`config.mk`:
```
export PLATFORM = sky130hd
export DESIGN_NAME = response_block
export DESIGN_NICKNAME = d
export VERILOG_FILES = /design/src/rtl/ic_pkg.sv /design/src/rtl/response_block.sv /design/src/rtl/response_tree.sv /design/src/rtl/address_decoder_req.sv
export VERILOG_INCLUDE_DIRS = /design/src /design/src/include
export SDC_FILE = /design/constraint.sdc
export NUM_CORES = 1
export LEC_CHECK = 0
export BUFFER_PORTS_ARGS = -buffer_cell sky130_fd_sc_hd__buf_2
export CAP_MARGIN = 10
export CELL_PAD_IN_SITES_DETAIL_PLACEMENT = 0
export CELL_PAD_IN_SITES_GLOBAL_PLACEMENT = 1
export CORE_AREA = 10 10 98 100
export DETAILED_ROUTE_END_ITERATION = 8
export DIE_AREA = 0 0 108 110
export PLACE_DENSITY_LB_ADDON = 0.15
export SLEW_MARGIN = 20
export SYNTH_ARGS = -nofsm -noshare
export SYNTH_HDL_FRONTEND = slang
export SYNTH_SLANG_ARGS = --single-unit
```
`constraint.sdc`:
```
create_clock -name vclk -period 0.8
set_input_delay 0.08 -clock vclk [all_inputs]
set_output_delay 0.08 -clock vclk [all_outputs]
set_load 0.005 [all_outputs]
```
`src/include/ic_config.svh`:
```
`ifndef IC_CONFIG_SVH
`define IC_CONFIG_SVH

////////////////////////////////////////
// Interconnect dimensions
////////////////////////////////////////

// Masters sharing the data memory
`define IC_N_MASTER    4

// Word-interleaved banks, power of two
`define IC_N_BANK      4

// Data word and master byte address
`define IC_DATA_WIDTH  32
`define IC_ADDR_WIDTH  32

// Row index inside one bank, 64 words deep
`define IC_ROW_WIDTH   6

// Bank index, log2 of IC_N_BANK
`define IC_ROUT_WIDTH  2

// Bank hash on word bits 3..2
// 0 gives plain low-order interleaving
`define IC_HASH_EN     1

`endif
```
`src/rtl/ic_pkg.sv`:
```
`include "ic_config.svh"

package ic_pkg;

    // Word address seen by the interconnect
    // Row field on top, bank field below
    localparam int unsigned IC_WORD_WIDTH = `IC_ROW_WIDTH + `IC_ROUT_WIDTH;

    ////////////////////////////////////////
    // Scalar types
    ////////////////////////////////////////

    typedef logic [`IC_DATA_WIDTH-1:0] ic_data_t;
    typedef logic [`IC_ROUT_WIDTH-1:0] ic_rout_t;
    typedef logic [`IC_ROW_WIDTH-1:0]  ic_row_t;

    // One-hot tag of the requesting master
    typedef logic [`IC_N_MASTER-1:0]   ic_master_id_t;

    ////////////////////////////////////////
    // Word address views
    ////////////////////////////////////////

    // Row and bank split of one word
    typedef struct packed {
        ic_row_t  row;
        ic_rout_t bank;
    } ic_row_bank_t;

    // Same word, linear index or row/bank pair
    typedef union packed {
        logic [IC_WORD_WIDTH-1:0] word_idx;
        ic_row_bank_t             rb;
    } ic_word_addr_u;

endpackage

```
`src/rtl/response_block.sv`:
```
`timescale 1ns/1ns
`include "ic_config.svh"

module response_block
    import ic_pkg::*;
#(
    // Master index of this block
    parameter int unsigned ID = 0
)
(
    // Request from the master
    input  logic                      data_req_i,
    input  ic_rout_t                  routing_addr_i,
    output logic                      data_gnt_o,

    // Bank side request and grant
    input  logic [`IC_N_BANK-1:0]     data_gnt_i,
    output logic [`IC_N_BANK-1:0]     data_req_o,
    output ic_master_id_t             data_id_o,

    // Responses from every bank
    input  logic [`IC_N_BANK-1:0]     data_r_valid_i,
    input  ic_data_t [`IC_N_BANK-1:0] data_r_rdata_i,

    // Response to the master
    output logic                      data_r_valid_o,
    output ic_data_t                  data_r_rdata_o
);

    ////////////////////////////////////////
    // Request path
    ////////////////////////////////////////

    address_decoder_req #(
        .ID (ID)
    ) address_decoder_req_inst (
        .data_req_i     (data_req_i),
        .routing_addr_i (routing_addr_i),
        .data_gnt_i     (data_gnt_i),
        .data_gnt_o     (data_gnt_o),
        .data_req_o     (data_req_o),
        .data_id_o      (data_id_o)
    );

    ////////////////////////////////////////
    // Response path
    ////////////////////////////////////////

    // Collapse per-bank answers into one
    response_tree #(
        .N_BANK (`IC_N_BANK)
    ) response_tree_inst (
        .data_r_valid_i (data_r_valid_i),
        .data_r_rdata_i (data_r_rdata_i),
        .data_r_valid_o (data_r_valid_o),
        .data_r_rdata_o (data_r_rdata_o)
    );

endmodule

```
`src/rtl/response_tree.sv`:
```
`timescale 1ns/1ns
`include "ic_config.svh"

module response_tree
    import ic_pkg::*;
#(
    // Number of leaves in the tree
    parameter int unsigned N_BANK = `IC_N_BANK
)
(
    // Per-bank responses for one master
    input  logic [N_BANK-1:0]     data_r_valid_i,
    input  ic_data_t [N_BANK-1:0] data_r_rdata_i,

    // Merged response
    output logic                  data_r_valid_o,
    output ic_data_t              data_r_rdata_o
);

    // Heap layout of the tree
    // Root at 0, children of k at 2k+1 and 2k+2
    // Leaves occupy N_BANK-1 upwards
    localparam int unsigned N_NODE = 2 * N_BANK - 1;

    logic     node_valid [N_NODE];
    ic_data_t node_rdata [N_NODE];

    genvar i;

    generate
        ////////////////////////////////////////
        // Leaves
        ////////////////////////////////////////
        for (i = 0; i < N_BANK; i++)
        begin : g_leaf
            assign node_valid[N_BANK-1+i] = data_r_valid_i[i];
            assign node_rdata[N_BANK-1+i] = data_r_rdata_i[i];
        end

        ////////////////////////////////////////
        // Inner nodes
        ////////////////////////////////////////
        for (i = 0; i < N_BANK - 1; i++)
        begin : g_node
            // Either child valid makes the node valid
            assign node_valid[i] = node_valid[2*i+1] | node_valid[2*i+2];

            // Data of the valid side
            // At most one bank answers per cycle, so the right side is the default
            assign node_rdata[i] = node_valid[2*i+1] ? node_rdata[2*i+1]
                                                     : node_rdata[2*i+2];
        end
    endgenerate

    // Root drives the master response
    assign data_r_valid_o = node_valid[0];
    assign data_r_rdata_o = node_rdata[0];

endmodule

```
`src/rtl/address_decoder_req.sv`:
```
`timescale 1ns/1ns
`include "ic_config.svh"

module address_decoder_req
    import ic_pkg::*;
#(
    // Index of the owning master
    parameter int unsigned ID = 0
)
(
    // Master side
    input  logic                  data_req_i,
    input  ic_rout_t              routing_addr_i,
    output logic                  data_gnt_o,

    // Bank side, one bit per bank
    input  logic [`IC_N_BANK-1:0] data_gnt_i,
    output logic [`IC_N_BANK-1:0] data_req_o,

    // Tag sent along with the request
    output ic_master_id_t         data_id_o
);

    // One-hot tag of this master
    localparam ic_master_id_t MASTER_ID = ic_master_id_t'(1) << ID;

    // Decoded bank select, before gating by req
    logic [`IC_N_BANK-1:0] bank_sel;

    always_comb
    begin
        bank_sel                 = '0;
        bank_sel[routing_addr_i] = 1'b1;
    end

    // Only one bank sees each request
    assign data_req_o = data_req_i ? bank_sel : '0;

    // Fold the bank grants back
    // Mask keeps grants of other banks out
    assign data_gnt_o = |(data_gnt_i & data_req_o);

    // Tag follows the request into the bank array
    assign data_id_o  = MASTER_ID;

endmodule

```
==> report_table.html <==
<table>
<tr><th>Metric</th><th>Value</th></tr>
<tr><th colspan="2">STA</th></tr>
<tr><td>Setup repair after global routing missed its margin</td><td>yes</td></tr>
<tr><td>Final number of setup-violating endpoints</td><td>33</td></tr>
<tr><td>Hold WS</td><td>428 ps</td></tr>
<tr><td>Worst Setup Slack, final</td><td>-236 ps</td></tr>
<tr><td>Max Clk Rate</td><td>965 MHz</td></tr>
<tr><td>Shortest clock period the worst path allows after layout</td><td>1040 ps</td></tr>
<tr><td>Period Utilization, post-route</td><td>1.30</td></tr>
<tr><td>Hold Fails Final Rpt</td><td>0</td></tr>
<tr><td>Total count of max-transition violations in the final report</td><td>0</td></tr>
<tr><th colspan="2">Critical path</th></tr>
<tr><td>Kind of critical path</td><td>input pin to primary output</td></tr>
<tr><td>Req. time, crit path</td><td>720 ps</td></tr>
<tr><td>CP startpoint kind</td><td>input pin</td></tr>
<tr><td>Arrival time of data at the critical path endpoint</td><td>960 ps</td></tr>
<tr><td>Endpoint type of the worst setup path</td><td>primary output</td></tr>
<tr><td>Critical path fanouts, max</td><td>5</td></tr>
<tr><th colspan="2">Floorplanning</th></tr>
<tr><td>Die width</td><td>108 um</td></tr>
<tr><td>Die Y-Extent</td><td>110 um</td></tr>
<tr><td>Ports placed on the boundary</td><td>181</td></tr>
<tr><td>Die Outline Area</td><td>11900 sq um</td></tr>
<tr><td>Core region area</td><td>7650 sq um</td></tr>
<tr><td>Row count</td><td>32</td></tr>
<tr><td>Initial Utilization</td><td>0.184</td></tr>
<tr><th colspan="2">Global route</th></tr>
<tr><td>Total overflow reported by the global router</td><td>0</td></tr>
<tr><td>Wire length of the first global-routing pass</td><td>11000 um</td></tr>
<tr><td>Antenna violations before repair</td><td>0</td></tr>
<tr><td>GRT Util Overall</td><td>0.113</td></tr>
<tr><td>Number of global-route vias before repair</td><td>2003</td></tr>
<tr><td>Largest net degree at the start of global routing</td><td>27</td></tr>
<tr><th colspan="2">Synth</th></tr>
<tr><td>Count of warnings emitted by yosys</td><td>0</td></tr>
<tr><td>Number of distinct standard cells referenced by the synthesized netlist</td><td>18</td></tr>
<tr><td>Mean instance size in the synthesized netlist</td><td>8.63 sq um</td></tr>
<tr><td>Post-synth top area share</td><td>0.331</td></tr>
<tr><td>Syn Inst Count</td><td>163</td></tr>
<tr><td>Cell area after synthesis</td><td>1410 sq um</td></tr>
<tr><td>Dominant cell type by area after synthesis</td><td>a221oi_2</td></tr>
<tr><td>Sequential element share of the synthesized area</td><td>0</td></tr>
<tr><td>Largest cells by area after synthesis</td><td>a221oi_2 (33%), mux2i_1 (24%), nor3b_1 (17%)</td></tr>
<tr><td>Cell types with the highest counts after synthesis</td><td>mux2i_1 (34), inv_1 (33), nor3b_1 (32)</td></tr>
<tr><td>Cell with the most instances after synthesis</td><td>mux2i_1</td></tr>
<tr><th colspan="2">Final layout</th></tr>
<tr><td>Area added between synthesis and finish</td><td>123%</td></tr>
<tr><td>Count of filler cells inserted in the layout</td><td>778</td></tr>
<tr><td>Total number of sequential cells</td><td>0</td></tr>
<tr><td>Fraction of final layout cells sized beyond drive strength 1</td><td>0.787</td></tr>
<tr><td>Nets</td><td>488</td></tr>
<tr><td>Register Area</td><td>0 sq um</td></tr>
<tr><td>Util after Layout</td><td>0.410</td></tr>
<tr><td>Count of antenna diodes in the layout</td><td>0</td></tr>
<tr><td>Count of clock buffers in the final design</td><td>0</td></tr>
<tr><th colspan="2">Routing</th></tr>
<tr><td>Antenna violation net count after detailed routing</td><td>0</td></tr>
<tr><td>Via/cell ratio</td><td>4.34</td></tr>
<tr><td>Pre-Repair DR Iteration Count</td><td>4</td></tr>
<tr><td>Starting DRC count in detailed routing</td><td>42</td></tr>
<tr><td>Residual DRC count</td><td>0</td></tr>
<tr><td>Average wire length per cell after detail routing</td><td>18.0 um</td></tr>
<tr><td>Total number of vias</td><td>1947</td></tr>
<tr><td>Post-detailed-routing wire length</td><td>8060 um</td></tr>
<tr><th colspan="2">CTS</th></tr>
<tr><td>Hold-fix buffer count after cts</td><td>0</td></tr>
<tr><th colspan="2">Power</th></tr>
<tr><td>Total power</td><td>1680 uW</td></tr>
<tr><td>Leakage Power</td><td>0.00162 uW</td></tr>
<tr><td>Peak supply drop</td><td>0.178 mV</td></tr>
<tr><td>Power Density</td><td>536 nW/um^2</td></tr>
<tr><th colspan="2">Placement</th></tr>
<tr><td>Final Wtd Congestion</td><td>0.768</td></tr>
<tr><td>Post-Place Setup Slack</td><td>-490 ps</td></tr>
<tr><td>Detailed-placement wirelength estimate</td><td>6090 um</td></tr>
<tr><td>Port Buffers</td><td>177</td></tr>
<tr><th colspan="2">Status</th></tr>
<tr><td>Failing checks</td><td>setup timing</td></tr>
<tr><td>Result of the run</td><td>finished with violations</td></tr>
<tr><th colspan="2">Run</th></tr>
<tr><td>Maximum Capacitance Violations</td><td>0</td></tr>
<tr><th colspan="2">Hold path</th></tr>
<tr><td>Worst Hold Class</td><td>input pin to primary output</td></tr>
</table>
[timing repair]
| action | in CTS | in global routing |
|---|---|---|
| buffers inserted | 8 | 0 |
| gates resized for setup | 52 | 45 |
| cloned | 3 | 7 |
| hold endpoints to repair | 0 | 0 |
| endpoints found under the setup margin | 33 | 33 |
| pin swaps | 6 | 20 |
[final cells by class]
class / count / area (sq um) / share of cell area
timing repair buffer: 203 / 1450 / 0.462
multi-input combinational: 111 / 1440 / 0.458
tap: 102 / 128 / 0.0407
inverter: 33 / 124 / 0.0395
[power by group]
part | switching, uW | internal, uW
Clock | 0 | 0
Combinational | 704 | 976
Sequential | 0 | 0
[logic make-up after synthesis]
group / after synthesis / share of synthesized area
and+or+nand+nor: 40 / 0.201
AOI/OAI and AO/OA: 33 / 0.342
buffers and inverters: 54 / 0.210
other: 2 / 0.00534
muxes: 34 / 0.242
[per-layer routing]
metal	vias up	track usage	part of all wire
met1	864	0.129	0.38
met5	-	0	0
met3	0	0.0580	0.13
met4	0	0	0
met2	105	0.197	0.50
li1	978	-	-
[stage by stage]
step | instance area (sq um) | setup TNS (ps) | cells
detailed placement | 2370 | -13900 | 431
global route | 3140 | -7160 | 449
CTS | 2750 | -7060 | 442
global placement | 2340 | -22610 | 430
finish | 3140 | -5700 | 449
floorplan | 1410 | 0 | 165
[cell usage in the layout, fill, tap and decap left out, types with 4 or more instances in the layout]
cell type	netlist	routed
a221oi_2	31	31
mux2i_2	0	4
buf_12	3	9
nor3b_2	0	13
buf_6	2	6
buf_16	0	6
mux2i_1	34	30
inv_1	33	33
nor2_1	4	4
buf_2	8	173
conb_1	2	4
nor3b_4	0	19
clkbuf_16	0	5
[final timing paths]
check / start / endpoint / slack, ps / depth (start not counted)
max: data_r_valid_i[1] / data_r_valid_o / -240 / 4
min: data_r_valid_i[3] / data_r_valid_o / 430 / 3
[critical path, stage by stage]
cell and delay [ps]:
buf_12 110, buf_12 130, or4_4 500, buf_6 130
Power figures use the tool's default switching activity.
